[config.mk]
export PLATFORM = sky130hd
export DESIGN_NAME = alu2
export DESIGN_NICKNAME = d
export VERILOG_FILES = /design/src/hdl/alu2_pkg.sv /design/src/hdl/alu2.sv /design/src/hdl/alu2_op_decoder.sv /design/src/hdl/alu2_sequencer.sv /design/src/hdl/booth_multiplier.sv /design/src/hdl/iter_shifter.sv
export SDC_FILE = /design/constraint.sdc
export NUM_CORES = 1
export LEC_CHECK = 0
export ABC_CLOCK_PERIOD_IN_PS = 5600
export BUFFER_PORTS_ARGS = -buffer_cell sky130_fd_sc_hd__buf_2
export CORE_MARGIN = 4
export CORE_UTILIZATION = 62
export DETAILED_ROUTE_END_ITERATION = 7
export MAX_ROUTING_LAYER = met4
export PLACE_DENSITY = 0.81
export SKIP_CTS_REPAIR_TIMING = 1
export SLEW_MARGIN = 20
export SYNTH_ARGS = -nofsm -noshare
export SYNTH_HDL_FRONTEND = slang
export SYNTH_HIERARCHICAL = 1
export SYNTH_SLANG_ARGS = --single-unit
[constraint.sdc]
create_clock -name clk -period 5.6 [get_ports clk]
set_input_delay 0.56 -clock clk [delete_from_list [all_inputs] [get_ports clk]]
set_output_delay 0.56 -clock clk [all_outputs]
set_load 0.02 [all_outputs]
[src/hdl/alu2_pkg.sv]
`default_nettype none

package alu2_pkg;

    localparam int XLEN       = 32;
    localparam int REG_ADDR_W = 5;
    localparam int SHAMT_W    = $clog2(XLEN);

    // Encodings 8 to 15 are not assigned
    typedef enum logic [3:0] {
        CMD_NONE   = 4'h0,
        CMD_MUL    = 4'h1,
        CMD_MULH   = 4'h2,
        CMD_MULHSU = 4'h3,
        CMD_MULHU  = 4'h4,
        CMD_SLL    = 4'h5,
        CMD_SRL    = 4'h6,
        CMD_SRA    = 4'h7
    } alu_cmd_e;

    // Full product, built as one word and read back by halves
    typedef union packed {
        logic [2*XLEN-1:0] flat;
        struct packed {
            logic [XLEN-1:0] hi;
            logic [XLEN-1:0] lo;
        } half;
    } product_u;

endpackage

`default_nettype wire

[src/hdl/alu2.sv]
`timescale 1ns/1ps
`default_nettype none

module alu2
    import alu2_pkg::*;
#(
    parameter int SHIFT_STEP = 1
) (
    input  wire logic                  clk,
    input  wire logic                  rst_n,
    input  wire logic [XLEN-1:0]       i_arg0,
    input  wire logic [XLEN-1:0]       i_arg1,
    input  wire alu_cmd_e              i_cmd,
    input  wire logic [REG_ADDR_W-1:0] i_rd,
    input  wire logic                  i_clear,
    output logic                       o_busy,
    output logic                       o_i_error,
    output logic [XLEN-1:0]            o_res,
    output logic [REG_ADDR_W-1:0]      o_rd,
    output logic                       o_valid
);

    // Decoder outputs
    logic            known;
    logic            sel_mul;
    logic            sel_shift;
    logic            dec_signed_a;
    logic            dec_signed_b;
    logic            dec_shift_left;
    logic            dec_shift_arith;
    logic            take_high;

    // Unit controls and results
    logic            mul_start;
    logic            mul_signed_a;
    logic            mul_signed_b;
    logic            mul_done;
    product_u        product;
    logic            shift_start;
    logic            shift_left;
    logic            shift_arith;
    logic            shift_done;
    logic [XLEN-1:0] shift_res;
    logic [XLEN-1:0] op_a;
    logic [XLEN-1:0] op_b;

    alu2_op_decoder u_decoder (
        .i_cmd          (i_cmd),
        .o_known        (known),
        .o_sel_mul      (sel_mul),
        .o_sel_shift    (sel_shift),
        .o_mul_signed_a (dec_signed_a),
        .o_mul_signed_b (dec_signed_b),
        .o_shift_left   (dec_shift_left),
        .o_shift_arith  (dec_shift_arith),
        .o_take_high    (take_high)
    );

    alu2_sequencer u_sequencer (
        .clk            (clk),
        .rst_n          (rst_n),
        .i_arg0         (i_arg0),
        .i_arg1         (i_arg1),
        .i_cmd          (i_cmd),
        .i_rd           (i_rd),
        .i_clear        (i_clear),
        .i_known        (known),
        .i_sel_mul      (sel_mul),
        .i_sel_shift    (sel_shift),
        .i_mul_signed_a (dec_signed_a),
        .i_mul_signed_b (dec_signed_b),
        .i_shift_left   (dec_shift_left),
        .i_shift_arith  (dec_shift_arith),
        .i_take_high    (take_high),
        .i_mul_done     (mul_done),
        .i_product      (product),
        .i_shift_done   (shift_done),
        .i_shift_res    (shift_res),
        .o_busy         (o_busy),
        .o_i_error      (o_i_error),
        .o_res          (o_res),
        .o_rd           (o_rd),
        .o_valid        (o_valid),
        .o_mul_start    (mul_start),
        .o_mul_signed_a (mul_signed_a),
        .o_mul_signed_b (mul_signed_b),
        .o_shift_start  (shift_start),
        .o_shift_left   (shift_left),
        .o_shift_arith  (shift_arith),
        .o_op_a         (op_a),
        .o_op_b         (op_b)
    );

    booth_multiplier u_mul (
        .clk        (clk),
        .rst_n      (rst_n),
        .i_start    (mul_start),
        .i_signed_a (mul_signed_a),
        .i_signed_b (mul_signed_b),
        .i_a        (op_a),
        .i_b        (op_b),
        .o_done     (mul_done),
        .o_product  (product)
    );

    iter_shifter #(
        .SHIFT_STEP (SHIFT_STEP)
    ) u_shift (
        .clk     (clk),
        .rst_n   (rst_n),
        .i_start (shift_start),
        .i_data  (op_a),
        .i_shamt (op_b[SHAMT_W-1:0]),
        .i_left  (shift_left),
        .i_arith (shift_arith),
        .o_done  (shift_done),
        .o_data  (shift_res)
    );

endmodule

`default_nettype wire

[src/hdl/alu2_op_decoder.sv]
`timescale 1ns/1ps
`default_nettype none

module alu2_op_decoder
    import alu2_pkg::*;
(
    input  wire alu_cmd_e i_cmd,
    output logic          o_known,
    output logic          o_sel_mul,
    output logic          o_sel_shift,
    output logic          o_mul_signed_a,
    output logic          o_mul_signed_b,
    output logic          o_shift_left,
    output logic          o_shift_arith,
    output logic          o_take_high
);

    always_comb begin
        o_known        = 1'b0;
        o_sel_mul      = 1'b0;
        o_sel_shift    = 1'b0;
        o_mul_signed_a = 1'b0;
        o_mul_signed_b = 1'b0;
        o_shift_left   = 1'b0;
        o_shift_arith  = 1'b0;
        o_take_high    = 1'b0;

        case (i_cmd)
            CMD_MUL: begin
                o_known        = 1'b1;
                o_sel_mul      = 1'b1;
                o_mul_signed_a = 1'b1;
                o_mul_signed_b = 1'b1;
            end
            CMD_MULH: begin
                o_known        = 1'b1;
                o_sel_mul      = 1'b1;
                o_mul_signed_a = 1'b1;
                o_mul_signed_b = 1'b1;
                o_take_high    = 1'b1;
            end
            CMD_MULHSU: begin
                o_known        = 1'b1;
                o_sel_mul      = 1'b1;
                o_mul_signed_a = 1'b1;
                o_take_high    = 1'b1;
            end
            CMD_MULHU: begin
                o_known        = 1'b1;
                o_sel_mul      = 1'b1;
                o_take_high    = 1'b1;
            end
            CMD_SLL: begin
                o_known        = 1'b1;
                o_sel_shift    = 1'b1;
                o_shift_left   = 1'b1;
            end
            CMD_SRL: begin
                o_known        = 1'b1;
                o_sel_shift    = 1'b1;
            end
            CMD_SRA: begin
                o_known        = 1'b1;
                o_sel_shift    = 1'b1;
                o_shift_arith  = 1'b1;
            end
            // NONE and unassigned codes fall through with nothing selected
            default: begin
                o_known        = 1'b0;
            end
        endcase
    end

endmodule

`default_nettype wire

[src/hdl/alu2_sequencer.sv]
`timescale 1ns/1ps
`default_nettype none

module alu2_sequencer
    import alu2_pkg::*;
(
    input  wire logic                  clk,
    input  wire logic                  rst_n,

    input  wire logic [XLEN-1:0]       i_arg0,
    input  wire logic [XLEN-1:0]       i_arg1,
    input  wire alu_cmd_e              i_cmd,
    input  wire logic [REG_ADDR_W-1:0] i_rd,
    input  wire logic                  i_clear,

    input  wire logic                  i_known,
    input  wire logic                  i_sel_mul,
    input  wire logic                  i_sel_shift,
    input  wire logic                  i_mul_signed_a,
    input  wire logic                  i_mul_signed_b,
    input  wire logic                  i_shift_left,
    input  wire logic                  i_shift_arith,
    input  wire logic                  i_take_high,

    input  wire logic                  i_mul_done,
    input  wire product_u              i_product,
    input  wire logic                  i_shift_done,
    input  wire logic [XLEN-1:0]       i_shift_res,

    output logic                       o_busy,
    output logic                       o_i_error,
    output logic [XLEN-1:0]            o_res,
    output logic [REG_ADDR_W-1:0]      o_rd,
    output logic                       o_valid,

    output logic                       o_mul_start,
    output logic                       o_mul_signed_a,
    output logic                       o_mul_signed_b,
    output logic                       o_shift_start,
    output logic                       o_shift_left,
    output logic                       o_shift_arith,
    output logic [XLEN-1:0]            o_op_a,
    output logic [XLEN-1:0]            o_op_b
);

    typedef enum logic [1:0] {
        IDLE  = 2'b00,
        START = 2'b01,
        WAIT  = 2'b10,
        OUT   = 2'b11
    } state_e;

    state_e                state;
    state_e                state_nxt;

    logic                  sel_mul;
    logic                  sel_shift;
    logic                  take_high;
    logic                  accept;
    logic                  unit_done;
    logic [XLEN-1:0]       unit_res;

    assign accept    = (state == IDLE) && i_known;
    assign unit_done = (sel_mul & i_mul_done) | (sel_shift & i_shift_done);

    // Result of whichever unit ran
    always_comb begin
        if (sel_mul) begin
            unit_res = take_high ? i_product.half.hi : i_product.half.lo;
        end else begin
            unit_res = i_shift_res;
        end
    end

    always_comb begin
        state_nxt = state;
        case (state)
            IDLE:    if (accept) state_nxt = START;
            START:   state_nxt = WAIT;
            WAIT:    if (unit_done) state_nxt = OUT;
            OUT:     if (i_clear) state_nxt = IDLE;
            default: state_nxt = IDLE;
        endcase
    end

    always_ff @(posedge clk or negedge rst_n) begin
        if (!rst_n) begin
            state          <= IDLE;
            sel_mul        <= 1'b0;
            sel_shift      <= 1'b0;
            take_high      <= 1'b0;
            o_mul_signed_a <= 1'b0;
            o_mul_signed_b <= 1'b0;
            o_shift_left   <= 1'b0;
            o_shift_arith  <= 1'b0;
            o_rd           <= '0;
            o_res          <= '0;
        end else begin
            state <= state_nxt;

            if (accept) begin
                sel_mul        <= i_sel_mul;
                sel_shift      <= i_sel_shift;
                take_high      <= i_take_high;
                o_mul_signed_a <= i_mul_signed_a;
                o_mul_signed_b <= i_mul_signed_b;
                o_shift_left   <= i_shift_left;
                o_shift_arith  <= i_shift_arith;
                o_rd           <= i_rd;
            end

            // Latched on the done cycle, held through OUT
            if ((state == WAIT) && unit_done) begin
                o_res <= unit_res;
            end
        end
    end

    always_ff @(posedge clk) begin
        if (accept) begin
            o_op_a <= i_arg0;
            o_op_b <= i_arg1;
        end
    end

    assign o_busy        = (state != IDLE);
    assign o_valid       = (state == OUT);
    assign o_i_error     = (state == IDLE) && !i_known && (i_cmd != CMD_NONE);
    assign o_mul_start   = (state == START) && sel_mul;
    assign o_shift_start = (state == START) && sel_shift;

endmodule

`default_nettype wire

[src/hdl/booth_multiplier.sv]
`timescale 1ns/1ps
`default_nettype none

module booth_multiplier
    import alu2_pkg::*;
(
    input  wire logic            clk,
    input  wire logic            rst_n,
    input  wire logic            i_start,
    input  wire logic            i_signed_a,
    input  wire logic            i_signed_b,
    input  wire logic [XLEN-1:0] i_a,
    input  wire logic [XLEN-1:0] i_b,
    output logic                 o_done,
    output product_u             o_product
);

    localparam int               CNT_W    = $clog2(XLEN) + 1;
    localparam logic [CNT_W-1:0] LAST_BIT = CNT_W'(XLEN - 1);
    localparam logic [CNT_W-1:0] ALL_BITS = CNT_W'(XLEN);

    logic                        busy;
    logic [CNT_W-1:0]            cnt;
    logic                        iterate;
    logic [2*XLEN-1:0]           mcand;
    logic [XLEN-1:0]             mplier;
    logic [2*XLEN-1:0]           partial;
    product_u                    acc;

    assign iterate = busy && (cnt != ALL_BITS);

    // MSB of a signed multiplier weighs -2^(XLEN-1)
    always_comb begin
        partial = '0;
        if (mplier[0]) begin
            if (i_signed_b && (cnt == LAST_BIT)) begin
                partial = -mcand;
            end else begin
                partial = mcand;
            end
        end
    end

    always_ff @(posedge clk or negedge rst_n) begin
        if (!rst_n) begin
            busy   <= 1'b0;
            cnt    <= '0;
            o_done <= 1'b0;
        end else begin
            o_done <= 1'b0;
            if (i_start) begin
                busy <= 1'b1;
                cnt  <= '0;
            end else if (busy) begin
                if (cnt == ALL_BITS) begin
                    busy   <= 1'b0;
                    o_done <= 1'b1;
                end else begin
                    cnt <= cnt + 1'b1;
                end
            end
        end
    end

    // One partial product per cycle
    always_ff @(posedge clk) begin
        if (i_start) begin
            if (i_signed_a) begin
                mcand <= {{XLEN{i_a[XLEN-1]}}, i_a};
            end else begin
                mcand <= {{XLEN{1'b0}}, i_a};
            end
            mplier   <= i_b;
            acc.flat <= '0;
        end else if (iterate) begin
            acc.flat <= acc.flat + partial;
            mcand    <= mcand << 1;
            mplier   <= mplier >> 1;
        end
    end

    assign o_product = acc;

endmodule

`default_nettype wire

[src/hdl/iter_shifter.sv]
`timescale 1ns/1ps
`default_nettype none

module iter_shifter
    import alu2_pkg::*;
#(
    parameter int SHIFT_STEP = 1
) (
    input  wire logic               clk,
    input  wire logic               rst_n,
    input  wire logic               i_start,
    input  wire logic [XLEN-1:0]    i_data,
    input  wire logic [SHAMT_W-1:0] i_shamt,
    input  wire logic               i_left,
    input  wire logic               i_arith,
    output logic                    o_done,
    output logic [XLEN-1:0]         o_data
);

    logic                busy;
    logic [SHAMT_W-1:0]  remain;
    logic [SHAMT_W-1:0]  step;
    logic [XLEN-1:0]     data;
    logic [XLEN-1:0]     data_nxt;
    logic                fill;

    // Sign bit stays put during a right shift, so it can feed the fill
    assign fill = i_arith & data[XLEN-1];
    assign step = (remain > SHAMT_W'(SHIFT_STEP)) ? SHAMT_W'(SHIFT_STEP) : remain;

    // Chain of single-bit stages, only the first remain of them active
    always_comb begin
        data_nxt = data;
        for (int k = 0; k < SHIFT_STEP; k++) begin
            if (SHAMT_W'(k) < remain) begin
                if (i_left) begin
                    data_nxt = {data_nxt[XLEN-2:0], 1'b0};
                end else begin
                    data_nxt = {fill, data_nxt[XLEN-1:1]};
                end
            end
        end
    end

    always_ff @(posedge clk or negedge rst_n) begin
        if (!rst_n) begin
            busy   <= 1'b0;
            remain <= '0;
            o_done <= 1'b0;
        end else begin
            o_done <= 1'b0;
            if (i_start) begin
                busy   <= 1'b1;
                remain <= i_shamt;
            end else if (busy) begin
                if (remain == '0) begin
                    busy   <= 1'b0;
                    o_done <= 1'b1;
                end else begin
                    remain <= remain - step;
                end
            end
        end
    end

    always_ff @(posedge clk) begin
        if (i_start) begin
            data <= i_data;
        end else if (busy && (remain != '0)) begin
            data <= data_nxt;
        end
    end

    assign o_data = data;

endmodule

`default_nettype wire
### Word level (Yosys, flattened, before mapping)

Index checks and enable logic that the tools add are counted.

* bitwise operators: 4
* add/subtract/negate cells: 4
* muxes and demuxes: 44
* equal/unequal tests: 18
* reduce and logical (&&, ||, !) cells: 30
* $lt $le $gt $ge: 2

Operator list (count)
* 64-bit two-way mux: 5
* 32-bit two-way mux: 8
* 64-bit adder: 1
* 64-bit negation: 1
* 1-bit two-way mux: 20
* 5-bit two-way mux: 4
* 6-bit two-way mux: 3
* 4-bit by 3-bit equality test with 1-bit output, second input constant: 4
* 2-bit nonzero test: 6
* 1-bit logical AND: 9
* 3-bit OR reduction: 3
* 4-bit by 2-bit equality test with 1-bit output, second input constant: 2
* 2-bit one-hot mux with 4 select lines: 1
* 7-bit OR reduction: 1
* 6-bit by 1-bit adder with 6-bit output, second input constant: 1
* 6-bit by 5-bit equality test with 1-bit output, second input constant: 1
* 6-bit equality test, second input constant: 1
* 2-bit two-way mux: 3
* 2-bit != test, second input constant: 3
* 6-bit != test, second input constant: 1
* 2-bit AND reduction: 3
* 5-bit by 1-bit > comparator with 1-bit output, second input constant: 1
* 5-bit zero test: 1
* 1-bit by 5-bit less-than comparator with 1-bit output, first input constant: 1
* 14 further kinds: 18

* input port bits: 76
* output and inout port bits: 40
* word-level logic and storage cells: 124
* flip-flop bits (word level): 317

### Depth between registers and ports, before layout

* depth after elaboration: 6
* gate-level depth with buffers: 23
* mapped depth without buffers: 21

### Modules after synthesis

The synthesis kept the hierarchy.

By module, submodules not included
* booth_multiplier: seq. area each 4364.2 um^2, times used 1, cells each 1356, area each 11797.6 um^2
* alu2_sequencer: seq. area each 3072.9 um^2, times used 1, cells each 290, area each 4563.1 um^2
* iter_shifter: seq. area each 1136.1 um^2, times used 1, cells each 178, area each 1998.2 um^2
* alu2_op_decoder: seq. area each 0.0 um^2, times used 1, cells each 13, area each 95.1 um^2

### Worst setup path before layout

Ideal clock, no wire load.

* kind: register to register
* start: register u_mul.mcand[13]
* end: register u_mul.acc (netlist bit u_mul/o_product[61])
* cell stages (with the launch flop): 19
* buffers on the path: 0
* library setup time: 0.106 ns
* data required time: 5.494 ns
* clock period less this slack: 4.915 ns
* setup slack: 0.685 ns
* arrival: 4.809 ns
* path through: edfxtp_1 > or3_4 > or4_4 > or3_4 > or2_1 > or3_4 > o31ai_4 > xnor2_1 > and2_1 > ha_1 > nand2_1 > nor4_1 > a221oi_1 > o21ai_0 > a311oi_1 > o31a_1 > o21ai_0 > a211oi_1 > o311ai_0

* longest elaborated chain between the ends: 4

Ends and longest elaborated chain
* start: declaration: RTL line booth_multiplier.sv:25 `logic [2*XLEN-1:0] mcand;`
* start signal: assignment: RTL line booth_multiplier.sv:69 `mcand <= {{XLEN{i_a[XLEN-1]}}, i_a};`
* start signal: assignment: RTL line booth_multiplier.sv:71 `mcand <= {{XLEN{1'b0}}, i_a};`
* start signal: assignment: RTL line booth_multiplier.sv:77 `mcand <= mcand << 1;`
* 64-bit negation: RTL line booth_multiplier.sv:37 `partial = -mcand;`
* 64-bit two-way mux *: RTL line booth_multiplier.sv:36 `if (i_signed_b && (cnt == LAST_BIT)) begin`
* 64-bit two-way mux *: RTL line booth_multiplier.sv:35 `if (mplier[0]) begin`
* 64-bit adder *: RTL line booth_multiplier.sv:76 `acc.flat <= acc.flat + partial;`
* end: declaration: RTL line booth_multiplier.sv:28 `product_u acc;`

Every way passes the cells marked *; elsewhere a longest branch is shown, timed or not.
A chain may end at the register's enable or synchronous reset.

### Worst setup path after layout

Same ends and word-level chain as after synthesis.

==> reports/qor.csv <==
metric,value,unit
status,"complete, no violations",
syn_inst,1837,
critPathKind,flop to flop,
peakVddDrop,409,uV
area_growth,12.6,%
synth_area_leaders,"edfxtp_1 31%, dfrtp_1 8.3%, dfxtp_1 6.9%",
clk_latency,0.52,ns
powerDensity,703,nW/um^2
drt_first_pass_iters,6,
n_fill_cell,2147,
seqPwrFrac,33.1,%
seq_area,8580,um^2
fin_tns_setup,0,ns
drtAntennaViolNets,0,
cts.htree.levels,2,
core.rowCount,62,
cts_tree,built,
final_hold_viol_count,0,
arrival,5.73,ns
routed_wirelength,50.9,mm
synth_edf_count,192,
rsz0062_at_grt,no,
start_util,63.6,%
finalCritPeriodShare,94.9,%
timing.rr.start,u_mul/mcand[13]$_DFFE_PP_,
max_freq,188,MHz
antenna_found_initial,1,
worstSetupEndpointType,flop,
place_congestion,0.971,
slew_headroom,27.4,%
comb_power_share,50.4,%
finalSetupViolations,0,
fin_nets,2093,
hold_path_class,input port to flop,
async_reset_ff_share,19.2,%
clk_pin_slew_worst_paths,0.06,ns
worst-slew-pin-transition,1.09,ns
period_needed,5.31,ns
drt_iter0_drc,1373,
cp-startpoint,u_mul/mcand[13]$_DFFE_PP_,
hpwlAfterDp,37.0,mm
cts_buffers,35,
yosysTopAreaCell,edfxtp_1,
maxSlewViolCount,0,
post_drt_wl_per_cell,21.6,um
die_width,181,um
yosysSeqAreaShare,46.5,%
multiInputGateArea,9310,um^2
grt_pass1_vias,14522,
pwr-share-clk,16.5,%
maxCapViolCount,0,
clock_path_buffers,3,
yosysWarnings,6,
yosys_register_bits,317,
worstReg2RegEnd,u_mul/o_product[61]$_SDFFE_PP0P_,
synth_most_common_cell,edfxtp_1,
crit_end,u_mul/o_product[61]$_SDFFE_PP0P_,
start_kind,flop,
netlist_area,18500,um^2
synth_common_cells,"192 x edfxtp_1, 185 x nand2_1, 166 x o21ai_0",
switchingPower,0.00635,W
grt_max_degree,80,
core_area,29000,um^2
fin_worst_skew,0.0152,ns
drive_gt1_share,18.0,%
drc,0,
portBuffers,115,
instances_no_fill,2355,
power.leakage,8.47,nW
insertedDiodeCount,0,
synth_nets,1986,
io-pin-count,116,
final_core_util,71.6,%
die_area,32600,um^2
syn_area_per_cell,10.0,um^2
ff2ff_setup_slack,0.29,ns
required,6.01,ns
grt_pass1_wl,80.4,mm
vias,14761,
intPower,0.00827,W
p_sw_share,43.4,%
crit_path_max_fanout,6,
synth_top_flop_cell,edfxtp_1,
fp.dieH,181,um
post_drt_via_cell_ratio,6.27,
yosysUniqueCellTypes,83,
r2r_cells,18,
clock-root-buffer,clkbuf_16,
grt_overflow_total,0,
track_usage,31.5,%
dp.cells,2289,
yosys.area.top_type_share,31.2,%
cts.sinks,317,
stage by stage:
stage                     hold WS, ns  total power [W]  instance area [um^2]  worst slack, ns
after floorplan                 0.264          0.00978                 18500            0.685
after global placement          0.459           0.0117                 19500            0.243
after detailed placement        0.473           0.0120                 19500           0.0299
after CTS                       0.204           0.0145                 20700          0.00319
after global routing            0.195           0.0156                 20800          0.00906
final                           0.214           0.0146                 20800            0.286
worst min path at each step:
stage / startpoint / to / cells after the start
finish: i_arg0[27] / u_sequencer/o_op_a[27]$_DFFE_PP_ / 1
global route: i_arg1[17] / u_sequencer/o_op_b[17]$_DFFE_PP_ / 1
CTS: i_arg0[19] / u_sequencer/o_op_a[19]$_DFFE_PP_ / 1
detailed placement: u_mul/o_product[21]$_SDFFE_PP0P_ / u_mul/o_product[21]$_SDFFE_PP0P_ / 2
global placement: u_mul/o_product[24]$_SDFFE_PP0P_ / u_mul/o_product[24]$_SDFFE_PP0P_ / 2
floorplan: rst_n / u_mul/busy$_DFF_PN0_ / 0
cells by family (layout without fill, tap and decap cells):
logic type,count (synthesis),after routing,share of synthesized area (%)
fa+ha+maj,73,73,4.99
mux,171,171,10.6
compound gates,485,485,15.9
flops,317,317,46.5
xor+xnor,110,110,5.22
buf+inv,162,296,3.60
simple gates,519,519,13.2
state kept, by name, summed over array words and instances (netlist names), 2 cells and up:
register / cells
u_shift/o_data: 32
u_mul/mcand: 64
u_mul/o_product: 64
u_sequencer/state: 2
u_sequencer/o_rd: 5
u_mul/mplier: 32
u_sequencer/o_res: 32
u_mul/cnt: 6
u_shift/remain: 5
u_sequencer/o_op_b: 32
u_sequencer/o_op_a: 32
power groups by stage:
stage               Combinational (W)  Clock, W  Sequential [W]
floorplan                     0.00526         0         0.00452
global placement              0.00694         0         0.00479
detailed placement            0.00710         0         0.00485
CTS                           0.00718   0.00245         0.00482
global route                  0.00808   0.00257         0.00494
finish                        0.00736   0.00242         0.00483
worst max-delay path: stages, from the launching register on:
cell and delay, ns:
edfxtp_1 0.45, or3_4 0.44, or4_4 0.54, or3_4 0.45, or2_1 0.27, or3_4 0.37, o31ai_4 0.21, xnor2_1 0.08
and2_1 0.16, ha_1 0.36, nand2_1 0.20, nor4_4 0.08, a221oi_1 0.26, o21ai_0 0.19, a311oi_2 0.37, o31a_1 0.29
o21ai_2 0.11, a211o_1 0.31, o311ai_1 0.08
cell usage in the layout (no fill, tap or decap), drive strengths merged, types with 9 or more instances in the layout:
cell	instances
nand3	22
and2	15
nor4	12
buf	159
clkinv	12
a21oi	154
a21o	30
a31oi	9
a211oi	9
nor2b	11
nor3	28
o211ai	9
dfrtp	61
o21bai	18
or3	22
nand4	23
inv	72
dfxtp	64
clkbuf	48
o21ai	167
and3	9
ha	72
edfxtp	192
xor2	44
xnor2	66
nand2	185
mux2i	63
nor2	150
o31ai	26
mux2	108
final cells by class:
class,instances,share of cell area [%]
multi-input cells,1358,44.8
inverters,73,1.33
repair buffers,159,4.36
clock inverters,16,0.867
flip-flops and latches,317,41.3
clock buffers,48,5.05
well taps,384,2.31
layer usage:
layer | global-route usage, % | wire length (um) | up-vias
met4 | 10.9 | 2000 | 0
met5 | - | 0 | -
met3 | 3.79 | 3510 | 104
li1 | - | - | 6893
met2 | 50.3 | 24100 | 630
met1 | 42.0 | 21300 | 7134
Note: power is estimated with default switching activity, not from simulation.
